[src/hdl/cnn_defs.svh]
`ifndef CNN_DEFS_SVH
`define CNN_DEFS_SVH

// ======================================================================
// frame geometry
// ======================================================================
`define CNN_IMG_DIM        6      // image side
`define CNN_KER_DIM        3      // kernel side
`define CNN_FMAP_DIM       4      // img - ker + 1
`define CNN_POOL_OUTS      4      // one per 2x2 quadrant
`define CNN_FC_OUTS        4      // dense rows

// ======================================================================
// stream layout
// ======================================================================
`define CNN_FRAME_BEATS    36     // one pixel per channel per beat
`define CNN_KER_BEATS      9      // kernel entries on beats 0..8
`define CNN_WEIGHT_BEATS   16     // weights on beats 0..15

// quantizer
`define CNN_QUANT_SHIFT    9
`define CNN_QUANT_MAX_IN   65023
`define CNN_QUANT_MIN_IN   (-65024)

`endif

[src/hdl/cnn_pkg.sv]
package cnn_pkg;

    // ==================================================================
    // data widths
    // ==================================================================
    typedef logic signed [7:0]  pixel_t;    // pixel, kernel entry, weight
    typedef logic signed [20:0] acc_t;      // feature map accumulator
    typedef logic signed [7:0]  qval_t;     // quantized pooled value
    typedef logic signed [19:0] result_t;   // dense output

    // ==================================================================
    // modes and state machines
    // ==================================================================
    typedef enum logic {
        ACT_RELU = 1'b0,
        ACT_ABS  = 1'b1
    } act_mode_t;

    typedef enum logic {
        LOAD_IDLE,
        LOAD_RX
    } load_state_t;

    typedef enum logic {
        CONV_IDLE,
        CONV_RUN
    } conv_state_t;

endpackage

[src/hdl/cnn_dense_output.sv]
`timescale 1ns/1ps
`include "cnn_defs.svh"

module cnn_dense_output (
    input  logic             clk,
    input  logic             rst_n,
    input  logic             i_qvec_valid,
    input  cnn_pkg::qval_t   i_qvec    [`CNN_POOL_OUTS],
    input  cnn_pkg::pixel_t  i_weights [`CNN_FC_OUTS][`CNN_POOL_OUTS],
    output logic             o_valid,
    output cnn_pkg::result_t o_data,
    output logic             o_busy_tail
);

    logic [1:0]       beat_cnt;     // wraps to 0 after the last row
    logic             active;
    cnn_pkg::result_t row_dot;

    // ==================================================================
    // dot product of the current weight row
    // ==================================================================
    always_comb
    begin
        row_dot = '0;
        for (int c = 0; c < `CNN_POOL_OUTS; c++)
            row_dot = row_dot + i_qvec[c] * i_weights[beat_cnt][c];
    end

    // beats still to come, plus the one on the bus
    assign o_busy_tail = active || o_valid;

    // ==================================================================
    // output serializer
    // ==================================================================
    always_ff @(posedge clk or negedge rst_n)
    begin
        if (!rst_n)
        begin
            beat_cnt <= 2'd0;
            active   <= 1'b0;
            o_valid  <= 1'b0;
            o_data   <= '0;
        end
        else if (i_qvec_valid || active)
        begin
            o_valid  <= 1'b1;
            o_data   <= row_dot;
            beat_cnt <= beat_cnt + 2'd1;
            active   <= (beat_cnt != 2'd3);
        end
        else
        begin
            o_valid <= 1'b0;
            o_data  <= '0;      // bus is zero between frames
        end
    end

endmodule

[config.mk]
export PLATFORM = sky130hd
export DESIGN_NAME = cnn_dense_output
export DESIGN_NICKNAME = d
export VERILOG_FILES = /design/src/hdl/cnn_pkg.sv /design/src/hdl/cnn_dense_output.sv
export VERILOG_INCLUDE_DIRS = /design/src /design/src/hdl
export SDC_FILE = /design/constraint.sdc
export NUM_CORES = 1
export LEC_CHECK = 0
export ABC_CLOCK_PERIOD_IN_PS = 6700
export BUFFER_PORTS_ARGS = -buffer_cell sky130_fd_sc_hd__buf_2
export CORE_MARGIN = 8
export CORE_UTILIZATION = 35
export CTS_CLUSTER_SIZE = 10
export DETAILED_ROUTE_END_ITERATION = 8
export GPL_TIMING_DRIVEN = 0
export HOLD_SLACK_MARGIN = 0.06
export SYNTH_ARGS = -nofsm -noshare
export SYNTH_HDL_FRONTEND = slang
export SYNTH_SLANG_ARGS = --single-unit
[constraint.sdc]
create_clock -name clk -period 6.7 [get_ports clk]
set_input_delay 1.34 -clock clk [delete_from_list [all_inputs] [get_ports clk]]
set_output_delay 1.34 -clock clk [all_outputs]
set_load 0.05 [all_outputs]
## Yosys cells after proc, flatten, opt, wreduce, memory -nomap -nowiden

Index checks and enable logic that the tools add are counted.

| word-level totals | value |
|---|---|
| bits in registers | 24 |
| bits in latches | 0 |
| RAM bits | 0 |
| ROM bits | 0 |
| input port bits | 163 |
| output and inout bits | 22 |
| memories | 0 |

| operators by class | value |
|---|---|
| add/sub/neg operators | 4 |
| $mul | 4 |
| divide/modulo/power cells | 0 |
| $lt $le $gt $ge | 1 |
| equality and inequality tests | 1 |
| shift-type cells | 0 |
| mux-type cells | 5 |
| bitwise operators | 1 |
| reductions and logical operators | 2 |

Operators with widths:

| operator | number |
|---|---|
| binary-select mux 32 bit (select 2 bit) | 1 |
| multiplier 8 x 8 -> 16 bit | 4 |
| two-way mux 32 bit | 2 |
| two-way mux 20 bit | 1 |
| adder 18 x 16 -> 19 bit | 1 |
| adder 17 x 16 -> 18 bit | 1 |
| adder 16 x 16 -> 17 bit | 1 |
| greater-or-equal comparator 3 bit, second input constant | 1 |
| NOT 2 -> 3 bit | 1 |
| adder 2 x 1 -> 2 bit, second input constant | 1 |
| logical OR 1 bit | 2 |
| inequality test 2 bit, second input constant | 1 |
| two-way mux 1 bit | 1 |

## Logic depth before layout (Yosys ltp)

| logic depth | value |
|---|---|
| depth in word-level cells | 9 |
| depth in mapped cells | 27 |
| mapped depth without buffers | 25 |

## Worst setup path after synthesis

Ideal clock, no wire load.

| timing | value |
|---|---|
| kind | input to register |
| from | input port i_weights[0] (netlist name) |
| to | register o_data[17] |
| arrival | 7.563 ns |
| path slack | -0.981 ns |
| stages | 22 |
| path buffers | 0 |
| cell sequence | mux4_2 nand2_1 inv_1 fa_1 inv_1 fa_1 fa_1 inv_1 fa_1 fa_1 fa_1 fa_1 inv_1 fa_1 inv_1 ha_1 a21o_1 a21oi_1 nor3b_1 a211o_1 a211o_1 nand2_1 |

| on the way | value |
|---|---|
| longest elaborated chain between the ends | 6 |

Ends and longest elaborated chain:

| what | line | source |
|---|---|---|
| start: declaration | cnn_dense_output.sv:9 | `` input cnn_pkg::pixel_t i_weights [`CNN_FC_OUTS][`CNN_POOL_OUTS], `` |
| binary-select mux 32 bit (select 2 bit) | cnn_dense_output.sv:26 | `row_dot = row_dot + i_qvec[c] * i_weights[beat_cnt][c];` |
| two-way mux 32 bit (implied by the code) (2 in series) | cnn_dense_output.sv:26 |  |
| multiplier 8 x 8 -> 16 bit | cnn_dense_output.sv:26 |  |
| adder 18 x 16 -> 19 bit | cnn_dense_output.sv:26 |  |
| two-way mux 20 bit | cnn_dense_output.sv:44 | `else if (i_qvec_valid \|\| active)` |
| end signal: assignment | cnn_dense_output.sv:47 | `o_data <= row_dot;` |
| end: declaration | cnn_dense_output.sv:11 | `output cnn_pkg::result_t o_data,` |

No other way between the ends. The select of a mux whose other input is x is not followed.
A chain may end at the register's enable or synchronous reset.

## Final worst setup path

Ends and elaborated chain as after synthesis.

==> flow_metrics.tcl <==
set metrics [dict create \
    drtIter0Drc 339 \
    cts_htree_levels 1 \
    first_pass_iters 5 \
    hold_depth 2 \
    fin_nets 2065 \
    synth_area_leaders "fa_1 52%, inv_1 11%, ha_1 9.9%" \
    dp_hpwl_mm 30.3 \
    wl_mm 33.9 \
    die_w_um 206 \
    r2r_setup_slack_ns -0.93 \
    grt_pass1_vias 10164 \
    fp.coreArea_um2 35500 \
    initial_core_util 0.355 \
    ys_seq_area_frac 0.0457 \
    rows 69 \
    worstHoldStart "beat_cnt[0]$_DFFE_PN0P_" \
    min_period_over_period 1.16 \
    rr_endpoint "o_data[17]$_DFF_PN0_" \
    end_kind "flop" \
    utilization 0.425 \
    placed_area_um2 14300 \
    worst_slack_ns -1.04 \
    antenna_found_initial 2 \
    place_congestion 0.833 \
    synth_nets 1834 \
    arrival_ns 7.94 \
    slew_headroom 0.355 \
    path_max_fanout 4 \
    grt_pass1_wl_mm 55.2 \
    status "complete, but fails checks" \
    ant_nets 0 \
    dr_total_vias 9018 \
    track_usage 0.168 \
    avgSynthCellArea_um2 10.1 \
    finalSetupViolCount 15 \
    drv_slew 0 \
    cts_tree "done" \
    post_route_cells_drive_above_1_share 0.262 \
    synth_ff_type "dfrtp_1" \
    clockBufferDepth 2 \
    cp.required_ns 6.90 \
    dp.cells 1890 \
    pre_cts_ws_ns -1.86 \
    areaGrowthSynthToFinish_pct 19.9 \
    drt_drc_violations_left 0 \
    max_freq_mhz 129 \
    grt_max_degree 24 \
    synth.top_cell.area_share 0.519 \
    reg2reg_from "beat_cnt[0]$_DFFE_PN0P_" \
    clkLatencyLatePin_ns 0.26 \
    criticalPathCategory "primary input to flop" \
    yosysWarnings 0 \
    vias_per_cell 4.66 \
    holdPathEnd "active$_DFFE_PN0P_" \
    gr-total-overflow 0 \
    synthCells 1245 \
    yosys.area.top_type "fa_1" \
    mostFrequentLayoutCell "inv_1" \
    syn_area_um2 12600 \
    async_reset_ff_frac 1.00 \
    die_h_um 206 \
    path_clk_slew_ns 0.06 \
    max_cap_violations 0 \
    start_kind "primary input" \
    ys_ff_latch 23 \
    cts.sinks 23 \
    violations "negative setup slack" \
    root_buffer "clkbuf_16" \
    layout_common_cells "370 x inv_1, 314 x fa_1, 173 x buf_2" \
    io_buffers 184 \
    rsz0062_at_grt "yes" \
    synth_enable_flop_cells 0 \
    num_io_pins 185 \
    cts-buffers-inserted 3 \
    antenna_cells 0 \
    final_area_um2 15100 \
    fin_skew_ns 0.00339 \
    fill_cells 3459 \
    hold_buffers 0 \
    finalHoldViolCount 0 \
    wl_per_cell_um 17.5 \
    worstMarginPinSlew_ns 0.963 \
    synth_cell_types 40 \
    hp-class "flop to flop" \
    layoutNonFillerInstCount 1936 \
    min_period_ns 7.74 \
    die_area_um2 42300 \
    worst-r2r-cell-count 24 \
]
[synth_stat cells, drive strengths merged (4+ instances only)]
library cell / count
a21o: 4
nand2: 106
xor2: 4
fa: 326
a211oi: 6
clkbuf: 4
a21oi: 7
mux4: 29
dfrtp: 23
o21ai: 13
inv: 383
xnor2: 16
and2: 134
buf: 8
nand2b: 10
nor3: 4
nor2: 36
ha: 100
or2: 7
mux2i: 4
[per-layer routing]
layer | GRT usage | wire [µm] | vias to the layer above
met4 | 0.0426 | 919 | 4
met1 | 0.205 | 13100 | 4675
li1 | - | - | 4068
met2 | 0.306 | 18500 | 218
met3 | 0.0244 | 1380 | 53
met5 | 0 | 27 | -
[state kept, by name, indices dropped and copies added, names as in the netlist]
register	count
beat_cnt	2
o_data	19
active	1
o_valid	1
[cell families (layout without fill, tap and decap cells)]
kind of cell	count (synthesis)	count (layout)	share of synthesized area
AOI/OAI and AO/OA	40	40	0.0225
xor gates and xnor gates	20	20	0.0139
adders and majority gates	426	426	0.618
buffers and inverters	396	626	0.119
DFF	23	23	0.0457
muxes	36	36	0.0578
and+or+nand+nor	304	304	0.123
[critical path, stage by stage]
cell       delay (ns)
buf_8            0.10
mux4_2           0.57
and2_4           0.21
fa_1             0.52
ha_4             0.29
inv_2            0.03
fa_1             0.52
inv_1            0.05
fa_1             0.46
fa_1             0.56
inv_2            0.04
fa_1             0.45
fa_1             0.51
inv_2            0.04
fa_2             0.56
inv_2            0.04
fa_2             0.33
and2b_1          0.23
o31a_1           0.27
o2111ai_4        0.16
a211o_1          0.31
a211o_1          0.26
nand2_1          0.07
[metrics by stage]
stage	TNS, ns	hold slack (ns)
floorplan	-6.59	0.527
global placement	-19.09	0.539
detailed placement	-19.97	0.557
CTS	-11.02	0.565
global route	-13.69	0.596
finish	-11.04	0.565
[how the worst max path moves through the flow]
stage | from | endpoint | slack [ns] | depth (start not counted)
after floorplan | i_weights[0] | o_data[17]$_DFF_PN0_ | -0.79 | 22
after global routing | i_weights[0] | o_data[17]$_DFF_PN0_ | -1.21 | 23
after detailed placement | i_weights[119] | o_data[17]$_DFF_PN0_ | -1.86 | 22
after CTS | i_weights[2] | o_data[17]$_DFF_PN0_ | -1.05 | 23
after global placement | i_weights[55] | o_data[17]$_DFF_PN0_ | -1.77 | 22
final | i_weights[0] | o_data[17]$_DFF_PN0_ | -1.04 | 23
[cell type report]
cell class | count | area, µm² | area share
timing repair buffer | 226 | 1360 | 0.0901
multi-input combinational | 826 | 11000 | 0.727
sequential | 23 | 576 | 0.0381
inverter | 384 | 1440 | 0.0955
buffer | 12 | 81.3 | 0.00539
clock buffer | 4 | 78.8 | 0.00522
tap | 461 | 577 | 0.0382
[timing repair]
action,4_1_cts,5_1_grt
gates resized for setup,66,37
setup endpoints to repair,15,15
buffers inserted,34,10
pin swaps,25,16
Power is not shown: default switching activity piles up to over one toggle a cycle in this logic, so the estimate is an artifact.
