## src/hdl/cnn_defs.svh

```systemverilog
`ifndef CNN_DEFS_SVH
`define CNN_DEFS_SVH

// ======================================================================
// frame geometry
// ======================================================================
`define CNN_IMG_DIM        6      // image side
`define CNN_KER_DIM        3      // kernel side
`define CNN_FMAP_DIM       4      // img - ker + 1
`define CNN_POOL_OUTS      4      // one per 2x2 quadrant
`define CNN_FC_OUTS        4      // dense rows

// ======================================================================
// stream layout
// ======================================================================
`define CNN_FRAME_BEATS    36     // one pixel per channel per beat
`define CNN_KER_BEATS      9      // kernel entries on beats 0..8
`define CNN_WEIGHT_BEATS   16     // weights on beats 0..15

// quantizer
`define CNN_QUANT_SHIFT    9
`define CNN_QUANT_MAX_IN   65023
`define CNN_QUANT_MIN_IN   (-65024)

`endif

```

## src/hdl/cnn_pkg.sv

```systemverilog
package cnn_pkg;

    // ==================================================================
    // data widths
    // ==================================================================
    typedef logic signed [7:0]  pixel_t;    // pixel, kernel entry, weight
    typedef logic signed [20:0] acc_t;      // feature map accumulator
    typedef logic signed [7:0]  qval_t;     // quantized pooled value
    typedef logic signed [19:0] result_t;   // dense output

    // ==================================================================
    // modes and state machines
    // ==================================================================
    typedef enum logic {
        ACT_RELU = 1'b0,
        ACT_ABS  = 1'b1
    } act_mode_t;

    typedef enum logic {
        LOAD_IDLE,
        LOAD_RX
    } load_state_t;

    typedef enum logic {
        CONV_IDLE,
        CONV_RUN
    } conv_state_t;

endpackage

```

## src/hdl/cnn_pool_quant.sv

```systemverilog
`timescale 1ns/1ps
`include "cnn_defs.svh"

module cnn_pool_quant (
    input  logic           clk,
    input  logic           rst_n,
    input  logic           i_fmap_valid,
    input  cnn_pkg::acc_t  i_fmap [`CNN_FMAP_DIM][`CNN_FMAP_DIM],
    output cnn_pkg::qval_t o_qvec [`CNN_POOL_OUTS],
    output logic           o_qvec_valid
);

    cnn_pkg::acc_t  pool_max  [`CNN_POOL_OUTS];
    cnn_pkg::qval_t qvec_next [`CNN_POOL_OUTS];

    function automatic cnn_pkg::acc_t max2(input cnn_pkg::acc_t a, input cnn_pkg::acc_t b);
        return (a > b) ? a : b;
    endfunction

    // saturate, else arithmetic shift
    function automatic cnn_pkg::qval_t quantize(input cnn_pkg::acc_t x);
        cnn_pkg::acc_t shifted;
        shifted = x >>> `CNN_QUANT_SHIFT;
        if (x > `CNN_QUANT_MAX_IN)
            return 8'sd127;
        else if (x < `CNN_QUANT_MIN_IN)
            return -8'sd128;
        else
            return shifted[7:0];
    endfunction

    // ==================================================================
    // 2x2 pooling and quantization
    // ==================================================================
    always_comb
    begin
        for (int q = 0; q < `CNN_POOL_OUTS; q++)
        begin
            // quadrant order tl, tr, bl, br
            pool_max[q] = max2(max2(i_fmap[(q / 2) * 2][(q % 2) * 2],
                                    i_fmap[(q / 2) * 2][(q % 2) * 2 + 1]),
                               max2(i_fmap[(q / 2) * 2 + 1][(q % 2) * 2],
                                    i_fmap[(q / 2) * 2 + 1][(q % 2) * 2 + 1]));
            qvec_next[q] = quantize(pool_max[q]);
        end
    end

    always_ff @(posedge clk or negedge rst_n)
    begin
        if (!rst_n)
            o_qvec_valid <= 1'b0;
        else
            o_qvec_valid <= i_fmap_valid;
    end

    always_ff @(posedge clk)
    begin
        if (i_fmap_valid)
            o_qvec <= qvec_next;    // held until the next frame
    end

endmodule

```

## config.mk

```make
export PLATFORM = sky130hd
export DESIGN_NAME = cnn_pool_quant
export DESIGN_NICKNAME = d
export VERILOG_FILES = /design/src/hdl/cnn_pkg.sv /design/src/hdl/cnn_pool_quant.sv
export VERILOG_INCLUDE_DIRS = /design/src /design/src/hdl
export SDC_FILE = /design/constraint.sdc
export NUM_CORES = 1
export LEC_CHECK = 0
export ABC_AREA = 1
export BUFFER_PORTS_ARGS = -buffer_cell sky130_fd_sc_hd__buf_2
export CAP_MARGIN = 20
export CORE_MARGIN = 3
export CORE_UTILIZATION = 30
export DETAILED_ROUTE_END_ITERATION = 10
export PLACE_DENSITY = 0.49
export SYNTH_ARGS = -nofsm -noshare
export SYNTH_HDL_FRONTEND = slang
export SYNTH_SLANG_ARGS = --single-unit
```

## constraint.sdc

```tcl
create_clock -name clk -period 0.8 [get_ports clk]
set_input_delay 0.08 -clock clk [delete_from_list [all_inputs] [get_ports clk]]
set_output_delay 0.08 -clock clk [all_outputs]
set_load 0.02 [all_outputs]
```

After elaboration in Yosys (flattened, before gate mapping)
Cells that the tools add are included.

cells by class
  bitwise operators = 0
  $add $sub $neg = 0
  eq/ne operators = 0
  shift-type cells = 0
  reduce and logical (&&, ||, !) cells = 0
  multiply operators = 0
  $lt $le $gt $ge = 20
  divide/modulo/power cells = 0
  mux-type cells = 16

operators by type and width
  cell                                                                               number
  21-bit greater-than comparator                                                     12
  21-bit 2-to-1 mux                                                                  12
  21-bit by 17-bit greater-than comparator with 1-bit output, second input constant  4
  21-bit by 17-bit < comparator with 1-bit output, second input constant             4
  8-bit 2-to-1 mux                                                                   4

word-level totals
  bits in read-only memories = 0
  memories kept = 0
  output and inout bits = 33
  latch bits = 0
  bits in registers = 33
  memory bits (writable) = 0

Depth between registers and ports, before layout
Gate-level depths: netlist of the first run.

  word-level depth = 6
  depth in mapped cells = 42
  depth with buffers taken out = 39

Worst setup path before layout of the first run
Ideal clock, no wire load.

  kind = in2reg
  from = input i_fmap[230] (netlist name)
  to = register o_qvec[24] (netlist name) (data pin)
  stages on the path = 37
  setup slack = -3.625 ns
  setup time = 0.255 ns
  arrival = 4.170 ns
  buffers on the path = 4
  cell sequence = inv_1 -> ha_1 -> nand2_1 -> nor2_2 -> nand2_1 -> nor2_1 -> nand2_1 -> nand3_1 -> nand2_1 -> nand3_2 -> clkbuf_1 -> buf_2 -> clkbuf_1 -> o21ai_0 -> ha_1 -> a21o_1 -> o21a_1 -> o21a_1 -> o21ai_0 -> nand2_1 -> a21oi_1 -> nand2_1 -> nand2_1 -> nand2_1 -> nand2_2 -> nand3_2 -> nand3_2 -> buf_6 -> nand2_1 -> nand2_1 -> nand2_1 -> nor2_1 -> nand2_1 -> nand2_1 -> nand2_2 -> nand2_1 -> nand2_1

between the ends
  longest elaborated chain between the ends = 6

ends and longest elaborated chain
  what                                                              RTL line              RTL
  from (decl)                                                       cnn_pool_quant.sv:8   input cnn_pkg::acc_t i_fmap [`CNN_FMAP_DIM][`CNN_FMAP_DIM],
  21-bit greater-than comparator                                    cnn_pool_quant.sv:17  return (a > b) ? a : b;
  21-bit 2-to-1 mux *                                               cnn_pool_quant.sv:17
  21-bit greater-than comparator                                    cnn_pool_quant.sv:17
  21-bit 2-to-1 mux *                                               cnn_pool_quant.sv:17
  21-bit by 17-bit < comparator with 1-bit output (no source line)  n/a
  8-bit 2-to-1 mux                                                  cnn_pool_quant.sv:26  else if (x < `CNN_QUANT_MIN_IN)
  to (signal assigned)                                              cnn_pool_quant.sv:59  o_qvec <= qvec_next;
  to (decl)                                                         cnn_pool_quant.sv:9   output cnn_pkg::qval_t o_qvec [`CNN_POOL_OUTS],

Mark *: on every way between the ends. The rest lies on a longest branch, timed or not.
A chain may end at the register's enable or synchronous reset.

Worst setup path after layout of the first run
  from = input i_fmap[18] (netlist name)
  to = register o_qvec[4] (netlist name) (data pin)

The elaborated chain is that of the path after synthesis.

==> impl_metrics.py, run 1 <==
metrics = {
    "timing": {
        "timing.max_slew.rel_slack": 0.640,
        "final.period_utilization": 4.87,
        "worstMarginPinSlew_ns": 0.534,
        "report.final.setup_viol": 65,
        "hold_slack_ns": 0.106,
        "postLayoutSetupSlackWorst_ns": -3.09,
        "timing_hold_violations_final": 0,
        "final.min_clock_period_ns": 3.89,
        "finalMaxSlewViolations": 0,
        "setup_repair_after_global_routing_missed_its_margin": "true",
        "clock.fmax_ghz": 0.257,
    },
    "logic_synthesis": {
        "synth.top_cells.by_count": "686 x nand2_1, 360 x inv_1, 248 x ha_1",
        "synth_enable_flop_cells": 32,
        "yosysWarnings": 0,
        "synthCells": 1988,
        "most_instantiated_library_cell_after_synthesis": "nand2_1",
        "post_synth_instance_area_um2": 11500,
        "postSynth.asyncResetShare": 0.0303,
        "yosys_most_used_dff": "edfxtp_1",
        "synthesis_stage_register_bit_count": 33,
        "synth_area_per_cell_um2": 5.80,
        "ys_top_cells_by_area": "ha_1 27%, nand2_1 22%, inv_1 12%, edfxtp_1 8.3%, o21ai_0 7.6%",
        "synth.distinct_cells": 36,
        "netlist.top_cell.by_area": "ha_1",
        "syn_nets": 2575,
        "synth.yosys.seq_area_share": 0.0855,
        "synth_top_cell_area_share": 0.269,
    },
    "global_routing": {
        "grt_use_total": 0.222,
        "global_route_wire_length_before_repair_um": 75900,
        "pin_count_of_the_biggest_net_entering_global_routing": 18,
        "grt_antenna_before_repair": 0,
        "grt_pass1_vias": 16100,
        "gr-total-overflow": 0,
    },
    "placement": {
        "io_buffer_count": 371,
        "placed_cells": 3295,
        "dpl.hpwl_um": 38700,
        "detailed_place.area_um2": 18700,
        "place.gp.congestion": 0.895,
    },
    "routing": {
        "vias_per_cell": 4.67,
        "initial_detailed_routing_violation_count": 514,
        "post_drt_wl_per_cell_um": 14.2,
        "num_vias": 16200,
        "post-route-drc-count": 0,
        "sum_of_routed_wire_length_over_all_layers_um": 49000,
        "drt_pass_1_iters": 5,
        "final_antenna_net_count": 0,
    },
    "floorplanning": {
        "dieHeight_um": 202,
        "die_x_um": 202,
        "core-area_um2": 37800,
        "die_area_um2": 40800,
        "rows": 71,
        "start_util": 0.305,
        "floorplan.io_pins": 372,
    },
    "setup_path": {
        "worst_path_largest_cell_delay_ns": 0.43,
        "worst_ep_arrival_ns": 3.92,
        "cp_common_cell": "nand2_2",
        "crit_fanout": 8,
        "worst-setup-path-type": "input port to flip-flop",
        "critPathRequiredTime_ns": 0.83,
        "category_of_the_worst_setup_path_launch_point": "input port",
        "worst_setup_path_end_kind": "flip-flop",
        "cp_slowest_cell": "o21ai_0",
    },
    "clocking": {
        "cts_sinks": 33,
        "cts_inserted_buffers": 5,
        "clk_pin_slew_ns": 0.05,
        "ctsRootBufferMaster": "clkbuf_16",
        "largest_buffer_count_on_any_clock_path": 2,
        "max_h_tree_level": 2,
        "clock_tree_from_tritoncts": "yes",
    },
    "layout": {
        "final_design_area_no_fill_um2": 24100,
        "area_growth_syn_to_layout_pct": 109,
        "number_of_nets_in_the_final_layout": 3536,
        "post_route_cells_drive_above_1_share": 0.609,
        "stdcell_count": 3461,
        "finish.utilization": 0.638,
        "num_antenna_cells": 0,
    },
    "pwr": {
        "internal_power_mw": 19.8,
        "clockPowerShare": 0.061,
        "p_sw_frac": 0.462,
        "comb_power_share": 0.846,
        "sw_pwr_mw": 17.0,
        "power_density_nw_per_um2": 1530,
        "power.static_leakage_nw": 12.3,
        "vdd_ir_drop_max_v": 0.00100,
        "seq_power_share": 0.093,
    },
    "outcome": {
        "violated_checks": "negative setup slack",
        "run_status": "complete, but fails checks",
    },
    "hold_path": {
        "hp-class": "input port to async pin",
    },
    "job": {
        "max_cap_violations": 0,
    },
}
==> registers in the layout, summed over array words and instances (netlist names) <==
name	count
o_qvec	32
o_qvec_valid	1
==> final timing paths <==
path                       cells after the start            to         start
setup / recovery                              30     o_qvec[4]    i_fmap[18]
hold / removal                                 2  o_qvec_valid         rst_n
max in group asynchronous                      2  o_qvec_valid         rst_n
min in group clk                               2  o_qvec_valid  i_fmap_valid
==> power groups by stage <==
stage	logic (mW)	registers (mW)	clock network [mW]
after floorplan	12.2	4.10	0
after global placement	22.4	3.32	0
after detailed placement	22.7	3.32	0
after CTS	27.3	3.41	2.30
after global routing	34.3	3.50	2.39
final	31.2	3.43	2.26
==> cells by family (layout without fill, tap and decap cells) <==
family                     after synthesis  count (layout)  synth area share
AOI/OAI and AO/OA                      287             287             0.130
buffers and inverters                  402            1360             0.134
adders and majority gates              248             248             0.269
and+or+nand+nor                       1018            1022             0.381
DFF                                     33              33            0.0855
==> metal layers <==
| metal | global-route usage | wire length (um) | part of all wire |
|---|---|---|---|
| met5 | 0 | 0 | 0 |
| met4 | 0.0359 | 744 | 0.015 |
| met3 | 0.0330 | 2330 | 0.048 |
| met2 | 0.412 | 25000 | 0.51 |
| met1 | 0.275 | 20900 | 0.43 |
==> final cells by class <==
cell class	instances	area (um^2)
inverters	373	1620
multi-input cells	1557	13100
repair inverters	6	57.6
clock buffers	7	143
clock inverters	1	30.0
well taps	511	639
flip-flops and latches	33	986
repair buffers	973	7530
fillers	3314	13700
==> cells in the final DEF, fill, tap and decap left out, types with 4 or more instances in the layout <==
master and n:
a211oi_1 4, a21o_1 11, a21oi_1 38, a21oi_2 38
buf_12 5, buf_2 222, buf_4 568, buf_6 162
buf_8 15, clkbuf_16 5, edfxtp_1 32, ha_1 87
ha_4 161, inv_1 187, inv_12 4, inv_2 131
inv_4 42, inv_6 5, nand2_1 460, nand2_2 172
nand2_4 71, nand3_1 30, nand3_2 17, nand3_4 22
nand3b_1 10, nand4_1 70, nor2_1 70, nor2_2 21
nor2_4 27, nor3_1 6, nor3_2 7, nor4_1 4
nor4_2 5, o21ai_0 64, o21ai_1 68, o21ai_2 38
o21ai_4 13, or2_2 17
==> critical path, delay by kind of cell <==
| family | cells | cell delay, ns |
|---|---|---|
| AO/OA/AOI/OAI | 1 | 0.43 |
| buffers and inverters | 7 | 0.91 |
| AND/OR/NAND/NOR | 20 | 1.99 |
| adder cells (fa/ha/maj) | 2 | 0.49 |
==> per-stage QoR <==
stage | setup slack, ns | power (mW) | setup TNS, ns
global placement | -3.73 | 25.7 | -111.50
CTS | -3.08 | 33.0 | -97.04
floorplan | -3.18 | 16.3 | -96.95
global route | -3.34 | 40.2 | -108.09
finish | -3.09 | 36.9 | -98.62
detailed placement | -3.81 | 26.0 | -114.08
==> what timing repair did <==
item,CTS,global route
pin swaps,262,278
hold buffers,1,0
resized for setup,671,405
setup buffers,96,55
hold endpoints to repair,1,0
setup endpoints to repair,65,65
gates cloned,11,0
No activity file was read; power rests on OpenSTA's default activity.
==> run 2, diff against run 1 <==
- ABC_AREA: 1 -> not set
==> impl_metrics.py, run 2 <==
metrics = {
    "outcome": {
        "run_status": "complete, but fails checks",
        "violated_checks": "negative setup slack",
    },
    "routing": {
        "sum_of_routed_wire_length_over_all_layers_um": 43600,
        "drt_pass_1_iters": 5,
        "initial_detailed_routing_violation_count": 409,
        "post_drt_wl_per_cell_um": 16.0,
        "final_antenna_net_count": 0,
        "num_vias": 13500,
        "vias_per_cell": 4.96,
        "post-route-drc-count": 0,
    },
    "timing": {
        "postLayoutSetupSlackWorst_ns": -3.60,
        "final.min_clock_period_ns": 4.40,
        "timing.max_slew.rel_slack": 0.574,
        "final.period_utilization": 5.50,
        "report.final.setup_viol": 65,
        "finalMaxSlewViolations": 0,
        "worstMarginPinSlew_ns": 0.635,
        "timing_hold_violations_final": 0,
        "fin_tns_setup_ns": -108.72,
        "setup_repair_after_global_routing_missed_its_margin": "true",
        "clock.fmax_ghz": 0.227,
    },
    "logic_synthesis": {
        "ys_top_cells_by_area": "ha_1 29%, edfxtp_1 8.8%, mux2i_1 7.8%, inv_1 6.5%, a21oi_1 5.6%",
        "yosysWarnings": 0,
        "synth.yosys.seq_area_share": 0.0906,
        "synth_enable_flop_cells": 32,
        "synthCells": 1398,
        "synthesis_stage_register_bit_count": 33,
        "yosys_most_used_dff": "edfxtp_1",
        "netlist.top_cell.by_area": "ha_1",
        "synth.top_cells.by_count": "248 x ha_1, 187 x inv_1, 122 x a21oi_1",
        "postSynth.asyncResetShare": 0.0303,
        "syn_nets": 1985,
        "synth.distinct_cells": 78,
        "post_synth_instance_area_um2": 10900,
        "synth_top_cell_area_share": 0.285,
        "most_instantiated_library_cell_after_synthesis": "ha_1",
        "synth_area_per_cell_um2": 7.78,
    },
    "hold_path": {
        "hp-class": "input port to async pin",
    },
    "clocking": {
        "cts_inserted_buffers": 5,
        "cts_sinks": 33,
        "clk_pin_slew_ns": 0.05,
        "max_h_tree_level": 2,
        "ctsRootBufferMaster": "clkbuf_16",
        "clock_tree_from_tritoncts": "yes",
        "largest_buffer_count_on_any_clock_path": 2,
    },
    "job": {
        "max_cap_violations": 0,
    },
    "floorplanning": {
        "rows": 69,
        "floorplan.io_pins": 372,
        "start_util": 0.305,
        "dieHeight_um": 196,
        "core-area_um2": 35700,
        "die_area_um2": 38600,
        "die_x_um": 196,
    },
    "global_routing": {
        "global_route_wire_length_before_repair_um": 67900,
        "grt_use_total": 0.211,
        "grt_pass1_vias": 14000,
        "pin_count_of_the_biggest_net_entering_global_routing": 20,
        "gr-total-overflow": 0,
        "grt_antenna_before_repair": 8,
    },
    "pwr": {
        "vdd_ir_drop_max_v": 0.000816,
        "power.static_leakage_nw": 9.83,
        "power_density_nw_per_um2": 1250,
        "post-layout-total-power_mw": 25.0,
    },
    "layout": {
        "regMostFlops": "o_qvec",
        "num-fill-cells": 3343,
        "area_growth_syn_to_layout_pct": 84.4,
        "post_route_cells_drive_above_1_share": 0.546,
        "most_frequent_standard_cell_in_the_layout_excluding_fill_and_tap_cells": "buf_4",
        "reg.largest.list": "o_qvec (32), o_qvec_valid (1)",
        "largest_register_ff_count": 32,
        "most-common-layout-cells": "500 x buf_4, 265 x buf_2, 154 x ha_1, 118 x inv_1, 102 x a21oi_1",
        "number_of_nets_in_the_final_layout": 2849,
    },
    "placement": {
        "io_buffer_count": 371,
        "place.gp.congestion": 0.885,
        "dpl.hpwl_um": 37200,
    },
    "setup_path": {
        "critPathRequiredTime_ns": 0.80,
        "worst_ep_arrival_ns": 4.40,
        "crit_fanout": 7,
        "worst_setup_path_end_kind": "flip-flop",
        "worst-setup-path-type": "input port to flip-flop",
        "category_of_the_worst_setup_path_launch_point": "input port",
    },
}
## run 2: cell count changes in the layout (fill, tap and decap cells not counted), moves of 64 or more
cell,change
a21oi_1,+64
nand2_1,-376
buf_4,-68
ha_4,-71
nand2_2,-168
inv_2,-86
nand2_4,-71
ha_1,+67
inv_1,-69
buf_6,-71
## run 2: path summary, 6_finish.rpt
check / from / to / slack (ns) / cells after the start
max: i_fmap[135] / o_qvec[11] / -3.60 / 22
min in group clk: i_fmap_valid / o_qvec_valid / 0.17 / 2
max in group asynchronous: rst_n / o_qvec_valid / 0.61 / 2
min: rst_n / o_qvec_valid / 0.11 / 2
## run 2: layout make-up
| type | count | area, um^2 | share of cell area |
|---|---|---|---|
| Multi-Input combinational cell | 1152 | 11000 | 0.547 |
| Timing Repair Buffer | 883 | 6590 | 0.328 |
| Sequential cell | 33 | 986 | 0.0491 |
| Inverter | 187 | 777 | 0.0387 |
| Tap cell | 461 | 577 | 0.0287 |
| Clock buffer | 8 | 146 | 0.00729 |
| Antenna cell | 4 | 10.0 | 0.000499 |
## run 2: through the flow
stage | util | instance area (um^2) | setup slack (ns) | hold WS [ns] | cells
after floorplan | - | 11700 | -3.51 | -0.216 | 1398
after global placement | 0.486 | 17300 | -3.68 | -0.144 | 2653
after detailed placement | 0.486 | 17300 | -3.77 | -0.144 | 2653
after CTS | 0.537 | 19100 | -3.35 | 0.0945 | 2700
after global routing | 0.563 | 20100 | -3.77 | 0.118 | 2728
final | 0.563 | 20100 | -3.60 | 0.107 | 2728
## run 2: worst max-delay path: stages
cell,delay (ns)
buf_2,0.11
inv_4,0.04
ha_4,0.24
nand4_1,0.17
nor4_2,0.32
a21boi_2,0.22
nor3_2,0.07
a211oi_4,0.33
buf_12,0.18
buf_4,0.13
o21ai_0,0.12
ha_1,0.34
nand4_1,0.09
or3_4,0.34
nor2b_4,0.14
a21oi_2,0.17
nor4bb_4,0.31
a311oi_1,0.08
a21o_1,0.18
o21bai_4,0.20
mux2i_4,0.33
o221ai_1,0.18
## run 2: kinds of logic (layout without fill, tap and decap cells)
family                   count (synthesis)  count (layout)  synth area share
multiplexers                           151             151             0.149
AND/OR/NAND/NOR                        418             418             0.206
adder cells (fa/ha/maj)                250             250             0.287
XOR/XNOR                                 4               4           0.00322
buffers and inverters                  213            1078            0.0751
other                                    0               4                 0
AO/OA/AOI/OAI                          329             329             0.189
flip-flops                              33              33            0.0906
## run 2: power by group
group	internal, mW	switching [mW]
Clock	1.24	0.693
Sequential	2.66	0.282
Combinational	11.0	9.17
## run 2: what timing repair did
item	in CTS	in global routing
hold buffers	1	0
hold endpoints to repair	1	0
resized for setup	284	153
endpoints found under the setup margin	65	65
buffers inserted	35	26
cloned	3	0
pin swaps	91	71
## run 2: metal layers
metal / global-route usage / routed length, um / share of wire / up-vias
met5: 0 / 61 / 0.0014 / -
met4: 0.0626 / 1130 / 0.026 / 8
met3: 0.0272 / 1960 / 0.045 / 76
met2: 0.372 / 20900 / 0.48 / 324
met1: 0.270 / 19600 / 0.45 / 6153
li1: - / - / - / 6974
==> run 3, diff against run 2 <==
- RECOVER_POWER: not set -> 100
==> impl_metrics.py, run 3 (synthesized netlist as in run 2, its figures left out) <==
metrics = {
    "layout": {
        "num-fill-cells": 3350,
        "reg.largest.list": "o_qvec (32), o_qvec_valid (1)",
        "most-common-layout-cells": "499 x buf_4, 264 x buf_2, 154 x ha_1, 118 x inv_1, 102 x a21oi_1",
        "regMostFlops": "o_qvec",
        "number_of_nets_in_the_final_layout": 2849,
        "most_frequent_standard_cell_in_the_layout_excluding_fill_and_tap_cells": "buf_4",
        "post_route_cells_drive_above_1_share": 0.544,
        "final_design_area_no_fill_um2": 20000,
        "finish.utilization": 0.562,
        "area_growth_syn_to_layout_pct": 84.2,
        "stdcell_count": 2728,
        "largest_register_ff_count": 32,
    },
    "setup_path": {
        "critPathRequiredTime_ns": 0.80,
        "category_of_the_worst_setup_path_launch_point": "input port",
        "worst_setup_path_end_kind": "flip-flop",
        "worst-setup-path-type": "input port to flip-flop",
        "crit_fanout": 7,
        "worst_ep_arrival_ns": 4.40,
    },
    "pwr": {
        "power.static_leakage_nw": 9.82,
        "post-layout-total-power_mw": 25.0,
        "power_density_nw_per_um2": 1250,
        "vdd_ir_drop_max_v": 0.000814,
    },
    "timing": {
        "setup_repair_after_global_routing_missed_its_margin": "true",
        "report.final.setup_viol": 74,
        "final.period_utilization": 5.49,
        "clock.fmax_ghz": 0.228,
        "postLayoutSetupSlackWorst_ns": -3.59,
        "timing.max_slew.rel_slack": 0.571,
        "final.min_clock_period_ns": 4.39,
        "timing_hold_violations_final": 0,
        "finalMaxSlewViolations": 0,
        "worstMarginPinSlew_ns": 0.640,
        "fin_tns_setup_ns": -109.26,
    },
    "global_routing": {
        "gr-total-overflow": 0,
        "pin_count_of_the_biggest_net_entering_global_routing": 20,
        "global_route_wire_length_before_repair_um": 67900,
        "grt_use_total": 0.211,
        "grt_pass1_vias": 14000,
        "grt_antenna_before_repair": 8,
    },
    "clocking": {
        "clk_pin_slew_ns": 0.05,
        "max_h_tree_level": 2,
        "cts_inserted_buffers": 5,
        "ctsRootBufferMaster": "clkbuf_16",
        "clock_tree_from_tritoncts": "yes",
        "largest_buffer_count_on_any_clock_path": 2,
        "cts_sinks": 33,
    },
    "outcome": {
        "violated_checks": "negative setup slack",
        "run_status": "complete, but fails checks",
    },
    "routing": {
        "post-route-drc-count": 0,
        "vias_per_cell": 4.97,
        "final_antenna_net_count": 0,
        "sum_of_routed_wire_length_over_all_layers_um": 43700,
        "drt_pass_1_iters": 5,
        "post_drt_wl_per_cell_um": 16.0,
        "num_vias": 13600,
        "initial_detailed_routing_violation_count": 443,
    },
    "placement": {
        "dpl.hpwl_um": 37200,
        "detailed_place.area_um2": 17300,
        "placed_cells": 2653,
        "io_buffer_count": 371,
        "place.gp.congestion": 0.885,
    },
    "floorplanning": {
        "die_area_um2": 38600,
        "rows": 69,
        "die_x_um": 196,
        "dieHeight_um": 196,
        "core-area_um2": 35700,
        "start_util": 0.305,
        "floorplan.io_pins": 372,
    },
    "job": {
        "max_cap_violations": 0,
    },
    "hold_path": {
        "hp-class": "input port to async pin",
    },
}
-- run 3: cell types whose count changed in the layout (fill, tap and decap cells not counted) --
cell            previous run  this run
buf_12                    10         8
buf_2                    265       264
buf_4                    500       499
clkbuf_1                   2         5
dlymetal6s2s_1             0         1
-- run 3: per-stage QoR --
stage               setup WS (ns)  hold slack, ns
global route                -3.77          0.0981
floorplan                   -3.51          -0.216
global placement            -3.68          -0.144
finish                      -3.59          0.0965
CTS                         -3.35          0.0945
detailed placement          -3.77          -0.144
-- run 3: worst max-delay path by stage --
stage	startpoint	endpoint	slack (ns)
2_1_floorplan	i_fmap[99]	o_qvec[6]	-3.51
3_3_place_gp	i_fmap[306]	o_qvec[29]	-3.68
3_5_place_dp	i_fmap[137]	o_qvec[13]	-3.77
4_1_cts	i_fmap[144]	o_qvec[11]	-3.35
5_1_grt	i_fmap[144]	o_qvec[11]	-3.77
6_report	i_fmap[135]	o_qvec[11]	-3.59
-- run 3: critical path, stage by stage --
cell and delay [ns]:
buf_2 0.11, inv_4 0.04, ha_4 0.24, nand4_1 0.17, nor4_2 0.32, a21boi_2 0.22, nor3_2 0.07, a211oi_4 0.33
buf_12 0.18, buf_4 0.13, o21ai_0 0.12, ha_1 0.34, nand4_1 0.09, or3_4 0.34, nor2b_4 0.14, a21oi_2 0.17
nor4bb_4 0.31, a311oi_1 0.08, a21o_1 0.18, o21bai_4 0.20, mux2i_4 0.33, o221ai_1 0.18
-- run 3: routing by layer --
metal | vias to the layer above | part of all wire | global-route usage
li1 | 6980 | - | -
met1 | 6163 | 0.45 | 0.270
met2 | 337 | 0.48 | 0.372
met3 | 75 | 0.045 | 0.0272
met4 | 8 | 0.026 | 0.0626
met5 | - | 0.0014 | 0
-- run 3: what timing repair did --
action,CTS,global route
buffers inserted,35,26
hold endpoints to repair,1,0
hold buffers,1,0
gates resized for setup,284,153
pin swaps,91,71
cloned,3,0
setup endpoints to repair,65,65
-- run 3: layout make-up --
class                           instances  area, um^2  share of cell area
Antenna cell                            4        10.0            0.000500
Clock buffer                            8         146             0.00731
Inverter                              187         777              0.0388
Multi-Input combinational cell       1152       11000               0.548
Sequential cell                        33         986              0.0492
Tap cell                              461         577              0.0288
Timing Repair Buffer                  883        6560               0.327
-- run 3: where the power goes --
| part | total, mW | internal (mW) | leakage [nW] | switching (mW) |
|---|---|---|---|---|
| Clock | 1.93 | 1.24 | 0.0712 | 0.687 |
| Combinational | 20.1 | 11.0 | 9.42 | 9.17 |
| Sequential | 2.94 | 2.66 | 0.327 | 0.284 |
